File: src/ntt_pkg.sv
// constants, types and twiddle table shared by the ntt engine
// modules pull this in with a wildcard import in their header
`default_nettype none

package ntt_pkg;

    // --------------------------------------------------
    // modulus and montgomery constants, R = 2^16
    // --------------------------------------------------
    localparam logic [15:0] NTT_Q    = 16'd12289;
    // -q^-1 mod 2^16
    localparam logic [15:0] NTT_QINV = 16'd12287;

    // --------------------------------------------------
    // transform geometry
    // --------------------------------------------------
    localparam int NTT_N      = 128;
    localparam int NTT_LANES  = 8;
    localparam int NTT_STAGES = 7;
    localparam int NTT_STEPS  = NTT_N / (2 * NTT_LANES);
    localparam int NTT_WORDS  = 16;
    localparam int NIBBLE_W   = 4;

    typedef logic [15:0] coeff_t;
    typedef logic [13:0] twiddle_t;
    typedef logic [31:0] in_word_t;
    typedef logic [6:0]  coeff_idx_t;

    // one bank row, lane 0 in the low bits
    typedef coeff_t [NTT_LANES-1:0] coeff_row_t;

    // --------------------------------------------------
    // bit-reversed twiddles in montgomery form
    // stage s, group g uses entry 2^s + g, entry 0 unused
    // --------------------------------------------------
    localparam twiddle_t NTT_TWIDDLES [NTT_N] = '{
            0,  7888, 11060, 11208,  6960,  4342,  6275,  9759,
         1591,  6399,  9477,  5266,   586,  5825,  7538,  9710,
         1134,  6407,  1711,   965,  7099,  7674,  3743,  6442,
        10414,  8100,  1885,  1688,  1364, 10329, 10164,  9180,
        12210,  6240,   997,   117,  4783,  4407,  1549,  7072,
         2829,  6458,  4431,  8877,  7144,  2564,  5664,  4042,
        12189,   432, 10751,  1237,  7610,  1534,  3983,  7863,
         2181,  6308,  8720,  6570,  4843,  1690,    14,  3872,
         5569,  9368, 12163,  2019,  7543,  2315,  4673,  7340,
         1553,  1156,  8401, 11389,  1020,  2967, 10772,  7045,
         3316, 11236,  5285, 11578, 10637, 10086,  9493,  6180,
         9277,  6130,  3323,   883, 10469,   489,  1502,  2851,
        11061,  9729,  2742, 12241,  4970, 10481, 10078,  1195,
          730,  1762,  3854,  2030,  5892, 10922,  9020,  5274,
         9179,  3604,  3782, 10206,  3180,  3467,  4668,  2446,
         7613,  9386,   834,  7703,  6836,  3403,  5351, 12276
    };

endpackage

`default_nettype wire

File: src/ntt_drain_if.sv
// handoff of a finished frame from the butterfly core to the output drainer
`default_nettype none

interface ntt_drain_if import ntt_pkg::*; ();

    logic       start;
    logic       finished;
    coeff_idx_t rd_addr;
    // combinational bank read at rd_addr
    coeff_t     rd_data;

    modport execute_mp (output start, output rd_data, input rd_addr, input finished);

    modport result_mp (input start, input rd_data, output rd_addr, output finished);

endinterface

`default_nettype wire

File: src/ntt_result.sv
// output drainer: walks the finished bank in index order and sends one
// coefficient per cycle as long as the consumer has granted credits
`default_nettype none

module ntt_result import ntt_pkg::*; #(
    parameter int CREDITS = 4
) (
    input  logic   clk,
    input  logic   rst_n,
    ntt_drain_if.result_mp drain,
    input  logic   credit_return,
    output logic   out_valid,
    output coeff_t out_data
);

    localparam int CRED_W = $clog2(CREDITS + 1);

    logic              active;
    logic              send;
    coeff_idx_t        addr;
    logic [CRED_W-1:0] credits;

    // never spend a credit we do not hold
    assign send          = active && (credits != '0);
    assign drain.rd_addr = addr;

    // --------------------------------------------------
    // drain sequencing and credit count
    // --------------------------------------------------
    always_ff @(posedge clk or negedge rst_n) begin
        if (!rst_n) begin
            active         <= 1'b0;
            addr           <= '0;
            credits        <= CRED_W'(CREDITS);
            out_valid      <= 1'b0;
            drain.finished <= 1'b0;
        end else begin
            out_valid      <= send;
            drain.finished <= send && (addr == coeff_idx_t'(NTT_N - 1));

            if (drain.start) begin
                active <= 1'b1;
                addr   <= '0;
            end else if (send) begin
                addr <= addr + 1'b1;
                if (addr == coeff_idx_t'(NTT_N - 1)) begin
                    active <= 1'b0;
                end
            end

            // spend and return may land in the same cycle
            if (send && !credit_return) begin
                credits <= credits - 1'b1;
            end else if (!send && credit_return) begin
                credits <= credits + 1'b1;
            end
        end
    end

    always_ff @(posedge clk) begin
        if (send) begin
            out_data <= drain.rd_data;
        end
    end

endmodule

`default_nettype wire

File: src/flat_wrapper.sv
// flat-port wrapper written by rule: the top's interface ports become plain ports
module ntt_result_flat import ntt_pkg::*;
#(
    parameter int CREDITS = 4
)
  (clk, rst_n, credit_return, out_valid, out_data, drain_start, drain_rd_data, drain_rd_addr, drain_finished);
  ntt_drain_if drain_i ();
  input  logic clk;
  input  logic rst_n;
  input  logic credit_return;
  output logic out_valid;
  output coeff_t out_data;
  input wire logic [$bits(drain_i.start)-1:0] drain_start;
  input wire logic [$bits(drain_i.rd_data)-1:0] drain_rd_data;
  output wire logic [$bits(drain_i.rd_addr)-1:0] drain_rd_addr;
  output wire logic [$bits(drain_i.finished)-1:0] drain_finished;
  assign drain_i.start = drain_start;
  assign drain_i.rd_data = drain_rd_data;
  assign drain_rd_addr = drain_i.rd_addr;
  assign drain_finished = drain_i.finished;
  ntt_result #(.CREDITS(CREDITS)) u_core (.clk(clk), .rst_n(rst_n), .drain(drain_i), .credit_return(credit_return), .out_valid(out_valid), .out_data(out_data));
endmodule
File: config.mk
export PLATFORM = sky130hd
export DESIGN_NAME = ntt_result_flat
export DESIGN_NICKNAME = d
export VERILOG_FILES = /design/src/ntt_pkg.sv /design/src/ntt_drain_if.sv /design/src/ntt_result.sv /design/src/flat_wrapper.sv
export SDC_FILE = /design/constraint.sdc
export NUM_CORES = 1
export LEC_CHECK = 0
export ABC_AREA = 1
export BUFFER_PORTS_ARGS = -buffer_cell sky130_fd_sc_hd__buf_4
export CORE_MARGIN = 2
export CORE_UTILIZATION = 50
export CTS_CLUSTER_SIZE = 10
export DETAILED_ROUTE_END_ITERATION = 7
export GPL_ROUTABILITY_DRIVEN = 0
export PLACE_DENSITY = 0.94
export SYNTH_ARGS = -nofsm -noshare
export SYNTH_HDL_FRONTEND = slang
export SYNTH_SLANG_ARGS = --single-unit
File: constraint.sdc
create_clock -name clk -period 5.6 [get_ports clk]
set_input_delay 0.56 -clock clk [delete_from_list [all_inputs] [get_ports clk]]
set_output_delay 0.56 -clock clk [all_outputs]
set_load 0.03 [all_outputs]
After elaboration in Yosys (flattened, before gate mapping). Cells that the tools add are included.

Logic and storage cells: 28. Bits of input ports: 20. Flip-flop bits (word level): 29. Output and inout port bits: 25.

Eq/ne operators: 1. Reductions and logical operators: 11. $add $sub $neg: 3. Mux-type cells: 7.

Operator list (count): $mux 7 (2); $add 7x1->7 const B (1); $eq 7x7->1 const B (1); $mux 3 (2); $reduce_bool 2->1 (3); $logic_and 1x1->1 (4); $add 3x1->3 const B (1); $mux 1 (3); $reduce_bool 3->1 (1); $sub 3x1->3 const B (1); $logic_not 1->1 (2); $reduce_and 2->1 (1).

Depth between registers and ports, before layout.
Depth after elaboration: 6. Depth in mapped cells: 8. Mapped depth without buffers: 8.

Least setup slack after synthesis. Ideal clock, no wire load.

Kind: flip-flop to flip-flop. From: reg u_core.credits[2]. To: reg u_core.credits[2]. Period minus slack after synthesis: 2102 ps. Setup time: 84 ps. Data arrival time: 2017 ps. Path slack: 3498 ps. Required time: 5516 ps. Stages on the path, launching flop included: 9. Buffers on the path: 0. Cells stage by stage: dfstp_2 -> inv_2 -> a21oi_4 -> ha_1 -> inv_1 -> fa_1 -> a21oi_1 -> o21ai_1 -> xor2_1.

Cells in the longest elaborated chain, start to end: 5. Elaborated cells on any way between the ends: 10. Classes of those cells: add/sub: 2; mux: 2; reduce/logical: 6.

RTL lines: from (decl) (RTL line ntt_result.sv:21) `logic [CRED_W-1:0] credits;`; from (signal assigned) (RTL line ntt_result.sv:34) `credits <= CRED_W'(CREDITS);`; from (signal assigned) (RTL line ntt_result.sv:53) `credits <= credits - 1'b1;`; from (signal assigned) (RTL line ntt_result.sv:55) `credits <= credits + 1'b1;`; $reduce_bool 3->1 * (RTL line ntt_result.sv:24) `assign send = active && (credits != '0);`; $logic_and 1x1->1 * (RTL line ntt_result.sv:24); net u_core.send (RTL line ntt_result.sv:19) `logic send;`; $logic_not 1->1 (RTL line ntt_result.sv:54) `end else if (!send && credit_return) begin`; $logic_and 1x1->1 (RTL line ntt_result.sv:54); $reduce_bool 2->1 (no source line).

The timed path passes the listed nets; every way through them passes the cells marked *. The select of a mux whose other input is x is not followed. A chain may end at the register's enable or synchronous reset.

Final worst setup path. Ends and elaborated chain as after synthesis.

==> impl_results.md <==
- Run status: finished, final reports clean
- Final setup fails: 0
- Max-slew violation count: 0
- Critical Path Start Type: flip-flop
- Die X: approximately 52 um
- Final worst path period share: a little over two fifths
- Synth area leader: edfxtp_1
- Worst path buffer plus inverter count: 2
- Hold WC Path Type: in2async
- Synth area leaders: edfxtp_1 (42%), dfrtp_1 (26%), nand2_1 (4.9%)
- Max-Cap Viols: 0
- WP data arrival: around 2.6 ns
- TritonCTS clock tree: built
- TritonCTS sink count: 29
- Top cell type's share of synthesized area: between 40% and 50%
- Total gr overflow: 0
- Count leader, synth: edfxtp_1
- Syn_nets: 114
- Worst reg-to-reg path cell count: 8
- Number of global-route vias before repair: 879
- Worst Setup End Kind: flip-flop
- Max frequency: around 0.42 GHz
- DRT Wirelength: ~2400 um
- Hold-fix buffers, CTS: 0
- Setup TNS: 0 ns
- Synth warn: 0
- CP Max Fanout: 24
- Worst Clk Skew: 0.0100 ns
- DP HPWL: ~1800 um
- FF+latch area: 807 um^2
- Fillers: 126
- Delay-heaviest family, CP: compound AO/OA/AOI/OAI gates
- Die Y-Extent: between 50 and 60 um
- Die area: around 2700 um^2
- Library cells used by synthesis: 21
- Clk_lat worst skew: between 0.3 and 0.4 ns
- Slowest stage cell, crit path: a21oi_4
- Peak VDD IR: about 0.35 mV
- GRT Total Usage: about a fifth
- Layout cell share with drive strength beyond 1: between 40 and 50%
- Commonest cells post-synth: edfxtp_1 (16), nand2_1 (15), dfrtp_1 (12)
- Initial Utilization: a little over half
- RSZ-0062 raised after global routing: false
- Detail Route Antenna Nets: 0
- First-pass GRT wire length: ~3800 um
- Worst-path clk slew: 0.09 ns
- I/O pin count: between 40 and 50
- CTS-repair resized insts: 0
- Footprint of the multi-input gates: 307 um^2
- Syn Area/Cell: 12.7 um^2
- DR DRC count: 0
- Met2 GRT Util: 36.3%
- Met1 Use GR: 20.2%
- Crit path kind: reg2reg
- Final hold viol count: 0
- Placeable Area: between 2000 and 2500 um^2
- Largest net degree at the start of global routing: 25
- Post-synthesis sequential area ratio: ~70%
- # Post-CTS Setup Buffers: 0
- Crit. path cell count: 8
- Clk root buf: clkbuf_4
- Starting DRC count in detailed routing: 19
- # diodes: 0
- Post-synthesis async set-or-reset flop share: 44.8%
- Cell Rows: 17
- Main flop type after synthesis: edfxtp_1
- Pre-antenna DRT Iters: 4
- Area Growth Syn to Fin: 36.8%
- CP required: 5.86 ns
- Fin crit period: between 2 and 2.5 ns
- Pwr Density: about 480 nW/um^2
- DP Area: about 1500 um^2
- Longest Clk Path Bufs: 2
- Net count, final: 165
- Mapped Area: roughly 1200 um^2
- Number of antenna violations at the first check in global routing: 0
- Via-to-Cell Ratio: 5.08
- Cells after synthesis: between 90 and 100
- Leak: about 0.77 nW
- Total CTS buffers: 5
- Synthesized flop and latch total: 29
- Met3 Use GR: under 10%
- Vias: just under 900
- H-Tree Depth: 2
- Design Area, Final: 1580 um^2
- Routed WL per cell: about 14 um
- I/O Buffers: 44
- GR peak layer: met2
- Crit path largest cell delay: approximately 0.57 ns
- Critical Path, Cell by Cell: inv_2 > a21oi_4 > ha_1 > inv_1 > fa_1 > a21oi_1 > o21ai_1 > xor2_1
- Worst slew margin: between 50% and 60%
- Number of synthesized flops with an enable pin: 16
- Slew @ Worst Pin: 0.686 ns
-- cell usage in the layout (no fill, tap or decap), types with 2 or more instances in the layout --
| master | instances |
|---|---|
| nand4_1 | 2 |
| ha_1 | 2 |
| edfxtp_1 | 16 |
| inv_2 | 2 |
| nand2_2 | 4 |
| xor2_1 | 3 |
| inv_1 | 8 |
| clkbuf_4 | 5 |
| nand3_1 | 8 |
| nand2_1 | 15 |
| nor2_1 | 6 |
| o21ai_2 | 2 |
| a21oi_1 | 3 |
| buf_4 | 44 |
| dfrtp_1 | 12 |
-- layer usage --
metal / vias up / part of all wire (%)
li1: 406 / -
met1: 409 / 36
met2: 46 / 52
met3: 7 / 8.2
met4: 0 / 3.2
met5: - / 0
-- final cells by class --
cell class                      count  share of cell area (%)
Timing Repair Buffer               44                    20.9
Inverter                           11                    2.77
Tap cell                           28                    2.21
Clock buffer                        6                    3.24
Sequential cell                    29                    51.0
Clock inverter                      2                   0.553
Multi-Input combinational cell     51                    19.4
-- state kept, by name (all words and copies together), names as in the netlist --
| register | cells |
|---|---|
| u_core.out_data | 16 |
| u_core.drain.rd_addr | 7 |
| u_core.credits | 3 |
| u_core.active | 1 |
| u_core.out_valid | 1 |
| u_core.drain.finished | 1 |
-- logic make-up (layout without fill, tap and decap cells) --
logic type / after synthesis / after routing / synth area share [%]
AO/OA/AOI/OAI: 8 / 8 / 5.08
buffers and inverters: 11 / 63 / 3.78
flip-flops: 29 / 29 / 69.7
adder cells (fa/ha/maj): 3 / 3 / 3.89
XOR/XNOR: 4 / 4 / 3.03
AND/OR/NAND/NOR: 36 / 36 / 14.5
-- final timing paths --
path	from	to	slack (ns)
setup reg to reg	u_core.credits[2]	u_core.credits[2]	3.24
max in group asynchronous	rst_n	u_core.credits[2]	5.30
setup / recovery	u_core.credits[2]	u_core.credits[2]	3.24
hold / removal	rst_n	u_core.drain.rd_addr[6]	0.05
min in group clk	drain_start	u_core.drain.rd_addr[0]	0.39
hold reg to reg	u_core.credits[2]	u_core.credits[2]	0.53
-- worst register-to-register path, stage by stage (launching register included) --
cell and delay [ns]:
dfstp_2 0.53, inv_2 0.05, a21oi_4 0.57, ha_1 0.27, inv_1 0.07, fa_1 0.39
a21oi_1 0.17, o21ai_1 0.10, xor2_1 0.15
-- metrics by stage --
| step | setup WS [ns] | power [mW] | std cells | hold slack, ns | util, % |
|---|---|---|---|---|---|
| after floorplan | 3.50 | 0.522 | 91 | 0.264 | - |
| after global placement | 3.37 | 0.615 | 163 | 0.411 | 69.5 |
| after detailed placement | 3.26 | 0.630 | 163 | 0.418 | 69.5 |
| after CTS | 3.25 | 0.760 | 171 | 0.0487 | 72.2 |
| after global routing | 3.11 | 0.796 | 171 | 0.0489 | 72.2 |
| final | 3.24 | 0.755 | 171 | 0.0475 | 72.2 |
-- power by group --
group          leakage, nW  internal [mW]  total [mW]  switching [mW]
clock network       0.0357         0.0589       0.130          0.0714
registers            0.328          0.297       0.334          0.0372
logic                0.405          0.104       0.291           0.187
total                0.769          0.460       0.755           0.295
No activity file was read; power rests on OpenSTA's default activity.
