$ cat src/ntt_pkg.sv
// constants, types and twiddle table shared by the ntt engine
// modules pull this in with a wildcard import in their header
`default_nettype none

package ntt_pkg;

    // --------------------------------------------------
    // modulus and montgomery constants, R = 2^16
    // --------------------------------------------------
    localparam logic [15:0] NTT_Q    = 16'd12289;
    // -q^-1 mod 2^16
    localparam logic [15:0] NTT_QINV = 16'd12287;

    // --------------------------------------------------
    // transform geometry
    // --------------------------------------------------
    localparam int NTT_N      = 128;
    localparam int NTT_LANES  = 8;
    localparam int NTT_STAGES = 7;
    localparam int NTT_STEPS  = NTT_N / (2 * NTT_LANES);
    localparam int NTT_WORDS  = 16;
    localparam int NIBBLE_W   = 4;

    typedef logic [15:0] coeff_t;
    typedef logic [13:0] twiddle_t;
    typedef logic [31:0] in_word_t;
    typedef logic [6:0]  coeff_idx_t;

    // one bank row, lane 0 in the low bits
    typedef coeff_t [NTT_LANES-1:0] coeff_row_t;

    // --------------------------------------------------
    // bit-reversed twiddles in montgomery form
    // stage s, group g uses entry 2^s + g, entry 0 unused
    // --------------------------------------------------
    localparam twiddle_t NTT_TWIDDLES [NTT_N] = '{
            0,  7888, 11060, 11208,  6960,  4342,  6275,  9759,
         1591,  6399,  9477,  5266,   586,  5825,  7538,  9710,
         1134,  6407,  1711,   965,  7099,  7674,  3743,  6442,
        10414,  8100,  1885,  1688,  1364, 10329, 10164,  9180,
        12210,  6240,   997,   117,  4783,  4407,  1549,  7072,
         2829,  6458,  4431,  8877,  7144,  2564,  5664,  4042,
        12189,   432, 10751,  1237,  7610,  1534,  3983,  7863,
         2181,  6308,  8720,  6570,  4843,  1690,    14,  3872,
         5569,  9368, 12163,  2019,  7543,  2315,  4673,  7340,
         1553,  1156,  8401, 11389,  1020,  2967, 10772,  7045,
         3316, 11236,  5285, 11578, 10637, 10086,  9493,  6180,
         9277,  6130,  3323,   883, 10469,   489,  1502,  2851,
        11061,  9729,  2742, 12241,  4970, 10481, 10078,  1195,
          730,  1762,  3854,  2030,  5892, 10922,  9020,  5274,
         9179,  3604,  3782, 10206,  3180,  3467,  4668,  2446,
         7613,  9386,   834,  7703,  6836,  3403,  5351, 12276
    };

endpackage

`default_nettype wire

$ cat src/ntt_load_if.sv
// row load channel from the input unpacker into the coefficient bank
`default_nettype none

interface ntt_load_if import ntt_pkg::*; ();

    logic       wr_en;
    logic       wr_last;
    coeff_row_t wr_row;
    // bank can take rows
    logic       ready;

    modport decode_mp (output wr_en, output wr_last, output wr_row, input ready);

    modport execute_mp (input wr_en, input wr_last, input wr_row, output ready);

endinterface

`default_nettype wire

$ cat src/ntt_decode.sv
// input unpacker: takes 32-bit words while the core is ready and turns
// each one into a row of eight zero-extended nibble coefficients
`default_nettype none

module ntt_decode import ntt_pkg::*; (
    input  logic     clk,
    input  logic     rst_n,
    input  logic     in_valid,
    input  in_word_t in_data,
    output logic     busy,
    ntt_load_if.decode_mp load
);

    localparam int CNT_W = $clog2(NTT_WORDS);

    logic             accept;
    logic [CNT_W-1:0] word_cnt;

    assign accept = in_valid && load.ready;
    assign busy   = ~load.ready;

    // --------------------------------------------------
    // word counter and row strobes
    // --------------------------------------------------
    always_ff @(posedge clk or negedge rst_n) begin
        if (!rst_n) begin
            word_cnt     <= '0;
            load.wr_en   <= 1'b0;
            load.wr_last <= 1'b0;
        end else begin
            load.wr_en   <= accept;
            load.wr_last <= accept && (word_cnt == CNT_W'(NTT_WORDS - 1));
            if (accept) begin
                if (word_cnt == CNT_W'(NTT_WORDS - 1)) begin
                    word_cnt <= '0;
                end else begin
                    word_cnt <= word_cnt + 1'b1;
                end
            end
        end
    end

    // nibble l of the word becomes lane l
    always_ff @(posedge clk) begin
        if (accept) begin
            for (int l = 0; l < NTT_LANES; l++) begin
                load.wr_row[l] <= coeff_t'(in_data[l*NIBBLE_W +: NIBBLE_W]);
            end
        end
    end

endmodule

`default_nettype wire

$ cat src/flat_wrapper.sv
// flat-port wrapper written by rule: the top's interface ports become plain ports
module ntt_decode_flat import ntt_pkg::*;
  (clk, rst_n, in_valid, in_data, busy, load_wr_en, load_wr_last, load_wr_row, load_ready);
  ntt_load_if load_i ();
  input  logic clk;
  input  logic rst_n;
  input  logic in_valid;
  input  in_word_t in_data;
  output logic busy;
  output wire logic [$bits(load_i.wr_en)-1:0] load_wr_en;
  output wire logic [$bits(load_i.wr_last)-1:0] load_wr_last;
  output wire logic [$bits(load_i.wr_row)-1:0] load_wr_row;
  input wire logic [$bits(load_i.ready)-1:0] load_ready;
  assign load_wr_en = load_i.wr_en;
  assign load_wr_last = load_i.wr_last;
  assign load_wr_row = load_i.wr_row;
  assign load_i.ready = load_ready;
  ntt_decode u_core (.clk(clk), .rst_n(rst_n), .in_valid(in_valid), .in_data(in_data), .busy(busy), .load(load_i));
endmodule
$ cat config.mk
export PLATFORM = sky130hd
export DESIGN_NAME = ntt_decode_flat
export DESIGN_NICKNAME = d
export VERILOG_FILES = /design/src/ntt_pkg.sv /design/src/ntt_load_if.sv /design/src/ntt_decode.sv /design/src/flat_wrapper.sv
export SDC_FILE = /design/constraint.sdc
export NUM_CORES = 1
export LEC_CHECK = 0
export ABC_AREA = 1
export BUFFER_PORTS_ARGS = -buffer_cell sky130_fd_sc_hd__buf_2
export CORE_UTILIZATION = 38
export DETAILED_ROUTE_END_ITERATION = 8
export PLACE_DENSITY_LB_ADDON = 0.2
export SYNTH_ARGS = -nofsm -noshare
export SYNTH_HDL_FRONTEND = slang
export SYNTH_SLANG_ARGS = --single-unit
$ cat constraint.sdc
create_clock -name clk -period 1.4 [get_ports clk]
set_clock_uncertainty 0.15 [all_clocks]
set_input_delay 0.28 -clock clk [delete_from_list [all_inputs] [get_ports clk]]
set_output_delay 0.28 -clock clk [all_outputs]
set_load 0.05 [all_outputs]
# Yosys cells after proc, flatten, opt, wreduce, memory -nomap -nowiden
# Cells that the tools add are included.
# op_classes
reduce_logical	2
eq_ne	1
add_sub_neg	1
mux	1
bitwise	1
# ops
cell	n
adder 4 x 1 -> 4 bit (second input constant)	1
== test 4 bit (second input constant)	1
2-to-1 mux 4 bit	1
logical AND 1 bit	2
NOT 1 bit	1
# totals
wordCells	17
reg_bits	38
in_bits	36

# Longest topological paths before layout
# Gate-level depths: netlist (run 1).
# depth
ltp_word	2
depth_mapped	5
ltp_nobuf	5

# Least setup slack after synthesis (run 1)
# Ideal clock, no wire load.
# synth_timing
path_kind	in2reg
start	input port in_valid
end	register u_core.word_cnt[0]
path_slack_ns	0.088
arrival_time_ns	1.040
setup_ns	0.123
path_buffers	0
cell_stages	4
cell_sequence	nand2_2 > clkinv_2 > nor2_1 > nor3_2
# synth_between
elab_chain_len	1
# synth_rtl
item	line	source
start: declaration	flat_wrapper.sv:7	input logic in_valid;
logical AND 1 bit	ntt_decode.sv:19	assign accept = in_valid && load.ready;
via u_core.accept	ntt_decode.sv:16	logic accept;
end signal: assignment	ntt_decode.sv:37	word_cnt <= word_cnt + 1'b1;
end: declaration	ntt_decode.sv:17	logic [CNT_W-1:0] word_cnt;
# The timed path passes the listed nets, and every way through them passes these cells.
# A chain may end at the register's enable or synchronous reset.

# Worst setup path in the final report (run 1)
# layout_timing
start	register u_core.load.wr_last
end	output port load_wr_last
# layout_rtl
item	line	source
start: declaration	ntt_load_if.sv:12	modport decode_mp (output wr_en, output wr_last, output wr_row, input ready);
start signal: assignment	ntt_decode.sv:32	load.wr_last <= accept && (word_cnt == CNT_W'(NTT_WORDS - 1));
end: declaration	flat_wrapper.sv:11	output wire logic [$bits(load_i.wr_last)-1:0] load_wr_last;
# No word-level cell between the ends.

==> results of run 1 <==
## logic make-up after synthesis
| family | count (synthesis) | synth area share |
|---|---|---|
| simple gates | 16 | 0.0447 |
| other cells | 1 | 0.00191 |
| flops | 38 | 0.567 |
| buf+inv | 100 | 0.376 |
| xor+xnor | 1 | 0.00447 |
| fa+ha+maj | 1 | 0.00638 |
## area by class of cell
type	instances	area (um2)
multi-input cells	114	469
inverters	4	16.3
well taps	67	83.8
flip-flops and latches	38	1110
clock inverters	2	10.0
clock buffers	5	68.8
fillers	491	2690
repair buffers	73	400
## per-layer routing
layer / up-vias / global-route usage / part of all wire
met3: 4 / 0.0494 / 0.14
li1: 470 / - / -
met4: 0 / 0.0513 / 0.013
met5: - / 0 / 0
met2: 90 / 0.133 / 0.47
met1: 449 / 0.0958 / 0.37
## timing repair
item,CTS,global route
setup buffers,0,0
setup endpoints to repair,0,0
hold buffers,1,0
hold endpoints to repair,6,0
## cells in the final DEF (no fill, tap or decap), drive strengths merged
master / instances
nand2: 8
inv: 3
xnor2: 1
dlygate4sd3: 1
clkbuf: 5
edfxtp: 32
buf: 72
nand3: 2
nor2: 3
conb: 96
dfrtp: 6
ha: 1
clkinv: 3
nor3: 1
nand4: 1
nand3b: 1
## where the power goes
part           leakage, uW  internal [uW]  switching (uW)
registers         0.000375           1350            59.7
logic             0.000678            147             911
clock network    0.0000438            334             351
total              0.00110           1830            1320
## state kept, by name, indices dropped and copies added (netlist names)
| name | cells |
|---|---|
| u_core.load.wr_row | 32 |
| u_core.word_cnt | 4 |
| u_core.load.wr_en | 1 |
| u_core.load.wr_last | 1 |
## worst max-delay path by stage
stage	from	endpoint	slack [ps]	cells after the start
2_1_floorplan	in_valid	u_core.word_cnt[0]	90	4
3_5_place_dp	load_ready	u_core.word_cnt[0]	160	6
4_1_cts	u_core.load.wr_last	load_wr_last	70	1
3_3_place_gp	load_ready	u_core.word_cnt[0]	180	6
5_1_grt	u_core.load.wr_last	load_wr_last	50	1
6_report	u_core.load.wr_last	load_wr_last	90	1
## per-stage QoR
step	cells	total power, uW	cell area, um2	setup slack [ps]	utilization
CTS	303	3190	2160	73.3	0.445
global placement	295	2490	2070	180	0.427
floorplan	252	2550	2320	87.9	-
finish	303	3150	2160	93.7	0.445
detailed placement	295	2490	2070	162	0.427
global route	303	3300	2160	47.5	0.445
==> metrics, run 1 <==
starting density of the core=0.404; Worst Setup End Kind=output pin; status=complete, no violations; CTS tree=yes; Avg Cell Area, Syn=approximately 12 um2; gpl congestion=0.776; Clock Root Buffer=clkbuf_8; post-synth top area share=0.490; drt pass-1 iters=3; startpoint types=flop; Worst Hold Slack=~20 ps; CTS Buffer Depth=2; first-pass GRT wire length=around 3300 um; count leader, synth=buf_4; Mapped Area=1960 um2; pwr dens=about 1500 nW/um2; worst hold start=in_data[4]; data required time of the worst path=slightly below 1000 ps; synth warn=0; H-tree depth=2; number of flops mapped to enable cells by yosys=32; HPWL after DPL=2160 um; IO Count=167; Worst-path clk slew=70 ps; die span in x=around 74 um; final setup fails=0; RR Endpoint=u_core.word_cnt[0]; vias in the first global route=693; period utilization=0.933; Distinct cells, synth=16; CP arrival=between 800 and 900 ps; slowest stage delay, CP=approximately 330 ps; hold crit path type=in -> reg; Reg2Reg Depth=4; Inserted Diodes=0; RSZ-0062 raised after global routing=no; FP Rows=25; detailed-route wire length per cell=approximately 9 um; fin. max-slew vios=0; Hold EP=u_core.load.wr_row[16]; Core ar.=around 4800 um2; static leakage=approximately 0.0011 uW; synth top area cells=edfxtp_1 49%, buf_4 37%, dfrtp_1 7.7%, nand2_1 1.1%, ha_1 0.64%; Crit Path Category=reg -> out; Worst path slowest cell=dfrtp_1; post-cts resize count=0; Post-Syn Instances=between 150 and 200; # clock sinks=38; min cycle time layout=around 1300 ps; ys flop type=edfxtp_1; Synth top cells by count=96 x buf_4, 32 x edfxtp_1, 6 x dfrtp_1, 6 x nand2_1, 3 x inv_1; largest net degree at the start of global routing=21; Seq/Total Area, Yosys=0.567; I/O Buffers=70; flops & latches, synth=38; Die Footprint=around 5500 um2; worst hold path stage count=1; Worst R2R Start=u_core.word_cnt[0]; # nets final=roughly 270; setup TNS=0 ps; gr usage total=0.0876; DRC Markers=0; Die Height=around 74 um; Max VDD drop=between 0.6 and 0.7 mV; share of layout cells above drive strength 1=0.356; CTS Buf Count=5; Clock Latency Late Sink=approximately 280 ps; total global routing overflow=0; DRT iter0 DRCs=16; Top Family by Delay on Critical Path=flip-flops; R2R Setup Slk=240 ps; largest area contributor in the netlist=edfxtp_1; CP max FO=1; antenna violations before repair=0; Final Hold Fails=0; Detail Route Antenna Nets=0; async set-reset flop share out of synthesis=0.158; CP Cell Sequence=buf_2; Worst Path Buf+Inv=1; Vias/cell=between 3 and 4; Max Freq=0.765 GHz; Max-cap violations=0; Vias=1013; routed wire length=approximately 2700 um; synthesis-to-finish area growth=10.1%
No activity file was read; power rests on OpenSTA's default activity.
==> inputs of run 2 (changes only) <==
- ABC_AREA: 1 -> 0
- CORE_UTILIZATION: 38 -> 30
==> metrics, run 2 <==
total global routing overflow=0 (unchanged); Die Footprint=6800 um2 (+25%); count leader, synth=buf_4; Clock Latency Late Sink=290 ps (about the same); synth warn=0 (unchanged); post-synth top area share=0.495 (+0.00474); Fillers=611 (+24%); first-pass GRT wire length=3510 um (+5.8%); commonest cells after routing, fill and taps aside=96 x conb_1, 70 x buf_2, 32 x edfxtp_1, 6 x dfrtp_1, 5 x clkbuf_8; startpoint types=flop; vias in the first global route=763 (+10%); largest area contributor in the netlist=edfxtp_1; hold crit path type=in -> reg; gpl congestion=0.738 (-5.0%); async set-reset flop share out of synthesis=0.158 (unchanged); detailed-route wire length per cell=9.67 um (+7.0%); CTS Buffer Depth=2 (unchanged); Final Hold Fails=0 (unchanged); Seq/Total Area, Yosys=0.572 (+0.00548); # clock sinks=38 (unchanged); Reg with most FFs=u_core.load.wr_row; Post-Syn Instances=151 (-3.8%); starting density of the core=0.319 (-0.0858); drt pass-1 iters=4 (+1); status=complete, no violations; Avg Cell Area, Syn=12.9 um2 (+3.0%); DRT iter0 DRCs=4 (-12); Clock Root Buffer=clkbuf_8; CP Cell Sequence=buf_2; Max VDD drop=0.538 mV (-23%); Top Registers=u_core.load.wr_row: 32 flops, u_core.word_cnt: 4 flops; HPWL after DPL=2360 um (+9.5%); number of flops mapped to enable cells by yosys=32 (unchanged); FP Rows=28 (+12%); Post-CTS Setup Inserts=0 (unchanged); Worst path slowest cell=edfxtp_1; Setup WS post-layout=83.7 ps (-10.0 ps); die span in x=82.5 um (+12%); static leakage=0.00107 uW (-2.6%); Mapped Area=1940 um2 (-0.96%); Max Freq=0.760 GHz (-0.76%); IO Count=167 (unchanged); CP max FO=1 (unchanged); R2R Setup Slk=100 ps (-140 ps); antenna violations before repair=0 (unchanged); data required time of the worst path=970 ps (about the same); Top Family by Delay on Critical Path=flip-flops; Synth top cells by count=96 x buf_4, 32 x edfxtp_1, 6 x dfrtp_1; RSZ-0062 raised after global routing=no; Vias/cell=3.26 (-2.3%); ys flop type=edfxtp_1; pwr dens=1470 nW/um2 (+0.99%); Core ar.=6100 um2 (+26%); Worst Setup End Kind=output pin; Die Height=82.5 um (+12%); fin. max-slew vios=0 (unchanged); CTS Buf Count=5 (unchanged); min cycle time layout=1320 ps (+10.0 ps); Inserted Diodes=0 (unchanged); Max-cap violations=0 (unchanged); CP arrival=890 ps (about the same); gr usage total=0.0755 (-0.0121); Distinct cells, synth=17 (+1); CTS tree=yes; H-tree depth=2 (unchanged); Largest register FFs=32 (unchanged); # nets final=267 (-2.2%); commonest non-fill, non-tap cell in the layout=conb_1; Worst Path Buf+Inv=1 (unchanged); routed wire length=2960 um (+8.1%); DRC Markers=0 (unchanged); share of layout cells above drive strength 1=0.359 (+0.00338); final setup fails=0 (unchanged); largest net degree at the start of global routing=26 (+24%); synthesis-to-finish area growth=10.6%; Vias=999 (-1.4%); Crit Path Category=reg -> out; slowest stage delay, CP=330 ps (about the same); Detail Route Antenna Nets=0 (unchanged); setup TNS=0 ps (unchanged); synth top area cells=edfxtp_1 49%, buf_4 37%, dfrtp_1 7.7%, nand3_1 0.77%, mux2_4 0.77%; DP Worst Slack=99.5 ps (-63.0 ps); I/O Buffers=70 (unchanged); period utilization=0.940 (+0.00715); flops & latches, synth=38 (unchanged); Worst-path clk slew=80 ps (about the same)
-- run 2: changes by cell type in the layout (fill, tap and decap cells not counted), moves of 2 or more --
cell	before	now
inv_1	3	1
clkinvlp_4	0	2
clkinv_2	3	1
nand2_1	6	1
-- run 2: path summary, 6_finish.rpt --
kind / startpoint / to / depth (start not counted)
worst min-delay path: in_data[31] / u_core.load.wr_row[115] / 1
max in group asynchronous: rst_n / u_core.word_cnt[0] / 2
worst min register to register: u_core.word_cnt[3] / u_core.word_cnt[3] / 1
worst max-delay path: u_core.load.wr_row[51] / load_wr_row[51] / 1
min in group asynchronous: rst_n / u_core.load.wr_last / 2
worst max register to register: u_core.word_cnt[0] / u_core.word_cnt[0] / 4
-- run 2: routing by layer --
layer  global-route usage  share of wire  vias up
li1                     -              -      461
met1               0.0749           0.36      433
met2                0.119           0.45       99
met3               0.0396           0.17        6
met4               0.0579          0.025        0
met5                    0              0        -
-- run 2: repair_timing --
item                      4_1_cts  5_1_grt
hold endpoints to repair        6        0
resized for setup               0        0
hold buffers                    1        0
-- run 2: layout make-up --
class                   count  area, um2  area share
flip-flops and latches     38       1110       0.517
multi-input cells         110        459       0.214
repair buffers             73        388       0.181
well taps                  75       93.8      0.0437
clock buffers               5       68.8      0.0320
clock inverters             3       16.3     0.00757
inverters                   2       11.3     0.00524
-- run 2: per-stage QoR --
stage               cell area, um2  std cells  hold WS, ps  power (uW)  utilization
floorplan                     2300        246         -166        2540            -
global placement              2050        297        -36.6        2480        0.337
detailed placement            2050        297        -33.6        2480        0.337
CTS                           2150        306         4.46        3190        0.352
global route                  2150        306         1.63        3300        0.352
finish                        2150        306         9.69        3170        0.352
-- run 2: report_power, final --
group          internal (uW)  total (uW)  switching (uW)
sequential              1350        1410            59.5
clock                    340         712             371
combinational            152        1050             896
-- run 2: cells by family after synthesis --
family                     Yosys count  share of synthesized area
xor gates and xnor gates             1                    0.00451
DFF                                 38                      0.572
and+or+nand+nor                      7                     0.0187
muxes                                1                    0.00773
buffers and inverters               98                      0.375
adders and majority gates            1                    0.00644
other                                1                    0.00193
AOI/OAI and AO/OA                    4                     0.0135
==> inputs of run 3 (changes only) <==
--- a/config.mk
+++ b/config.mk
@@ -9,4 +9,5 @@
 export BUFFER_PORTS_ARGS = -buffer_cell sky130_fd_sc_hd__buf_2
-export CORE_UTILIZATION = 30
+export CORE_UTILIZATION = 38
 export DETAILED_ROUTE_END_ITERATION = 8
+export MAX_ROUTING_LAYER = met4
 export PLACE_DENSITY_LB_ADDON = 0.2
==> constraint.sdc (replaced) <==
create_clock -name clk -period 1.4 [get_ports clk]
set_clock_uncertainty 0.15 [all_clocks]
set_input_delay 0.07 -clock clk [delete_from_list [all_inputs] [get_ports clk]]
set_output_delay 0.07 -clock clk [all_outputs]
set_load 0.05 [all_outputs]
==> metrics, run 3 (synthesis results as in run 2) <==
total global routing overflow=0 (unchanged); fin. max-slew vios=0 (unchanged); Clock Root Buffer=clkbuf_8; Worst-path clk slew=70 ps (about the same); Inserted Diodes=0 (unchanged); Max-cap violations=0 (unchanged); grt met3 use=0.0494 (+0.00982); starting density of the core=0.403 (+0.0846); Die Height=73.5 um (-11%); HPWL after DPL=2140 um (-9.4%); Vias=1118 (+12%); Max Freq=0.759 GHz (-0.13%); routed wire length=3160 um (+6.6%); Detail Route Antenna Nets=0 (unchanged); Top Registers=u_core.load.wr_row: 32 flops, u_core.word_cnt: 4 flops; GR Layer Usage met2=0.177 (+0.0584); Reg with most FFs=u_core.load.wr_row; Clock Latency Late Sink=280 ps (about the same); CTS Buf Count=5 (unchanged); DRC Markers=0 (unchanged); synthesis-to-finish area growth=28.0%; first-pass GRT wire length=3970 um (+13%); IO Count=167 (unchanged); Worst Hold Slack=332 ps (+322 ps); CP arrival=1160 ps (+270 ps); met1 Use GR=0.104 (+0.0287); area of the multi-input gates=459 um2 (unchanged); CP max FO=29 (+28); largest net degree at the start of global routing=30 (+15%); setup TNS=0 ps (unchanged); drt pass-1 iters=3 (-1); period utilization=0.941 (+0.00122); hold crit path type=in -> reg; # nets final=302 (+13%); register area=1110 um2 (unchanged); Worst path slowest cell=dlygate4sd3_1; status=complete, no violations; worst hold start=in_data[4]; startpoint types=input port; Largest register FFs=32 (unchanged); CTS Buffer Depth=2 (unchanged); pwr dens=1300 nW/um2 (-12%); I/O Buffers=70 (unchanged); Final Hold Fails=0 (unchanged); Power, Total=3240 uW (+2.3%); data required time of the worst path=1240 ps (+270 ps); CTS tree=yes; commonest cells after routing, fill and taps aside=96 x conb_1, 70 x buf_2, 36 x dlygate4sd3_1, 32 x edfxtp_1, 6 x dfrtp_1; static leakage=0.00122 uW (+14%); detailed-route wire length per cell=9.47 um (-2.1%); DP Worst Slack=112 ps (+12.3 ps); Setup WS post-layout=81.9 ps (-1.70 ps); DRT iter0 DRCs=35 (+31); Die Footprint=5400 um2 (-21%); final setup fails=0 (unchanged); Fillers=455 (-26%); RSZ-0062 raised after global routing=no; gr usage total=0.106 (+0.0306); CP Cell Sequence=dlygate4sd3_1, buf_2, nand2_2, inv_1, buf_12; Worst R2R Start=u_core.word_cnt[0]; final core utilization=0.516 (+0.163); Worst Setup End Kind=flop; share of layout cells above drive strength 1=0.308 (-0.0510); antenna violations before repair=0 (unchanged); Core ar.=4820 um2 (-21%); CP startpoint=load_ready; vias in the first global route=887 (+16%); GR peak layer=met2; Vias/cell=3.36 (+2.8%); # clock sinks=38 (unchanged); die span in x=73.5 um (-11%); Crit Path Category=in -> reg; Max VDD drop=0.396 mV (-26%); min cycle time layout=1320 ps (+1.70 ps); post-cts resize count=0 (unchanged); FP Rows=25 (-11%); slowest stage delay, CP=520 ps (+190 ps); gpl congestion=0.725 (-1.7%); H-tree depth=2 (unchanged); commonest non-fill, non-tap cell in the layout=conb_1
==> run 3: critical path, delay by kind of cell <==
kind,cells,cell delay (ps)
buffers and inverters,4,980
and+or+nand+nor,1,90
==> run 3: layout make-up <==
type,count,area share
clock buffers,5,0.0277
clock inverters,3,0.00655
inverters,2,0.00302
multi-input cells,110,0.185
flip-flops and latches,38,0.447
well taps,67,0.0337
repair buffers,108,0.297
==> run 3: per-layer routing <==
layer | vias to the layer above | share of wire
met1 | 488 | 0.36
met3 | 5 | 0.14
met5 | - | 0
met4 | 0 | 0.017
li1 | 530 | -
met2 | 95 | 0.48
==> run 3: per-stage QoR <==
stage | instance area, um2 | instances
2_1_floorplan | 2300 | 246
3_3_place_gp | 2040 | 289
3_5_place_dp | 2040 | 289
4_1_cts | 2480 | 333
5_1_grt | 2480 | 333
6_report | 2480 | 333
==> run 3: worst paths after layout <==
check | end | slack [ps] | cells after the start
worst max-delay path | u_core.load.wr_row[0] | 80 | 5
worst min-delay path | u_core.load.wr_row[16] | 330 | 2
worst max register to register | u_core.word_cnt[0] | 110 | 4
worst min register to register | u_core.word_cnt[3] | 340 | 1
max in group asynchronous | u_core.word_cnt[2] | 310 | 3
min in group asynchronous | u_core.load.wr_last | 570 | 3
==> run 3: repair_timing <==
item	4_1_cts	5_1_grt
endpoints found under the setup margin	0	0
buffers inserted	0	0
hold buffers	36	0
endpoints found under the hold margin	41	0
==> run 3: where the power goes <==
group	switching, uW	internal, uW	leakage (uW)
Clock	370	340	0.0000416
Sequential	62.0	1350	0.000376
Combinational	904	215	0.000805
Total	1340	1900	0.00122
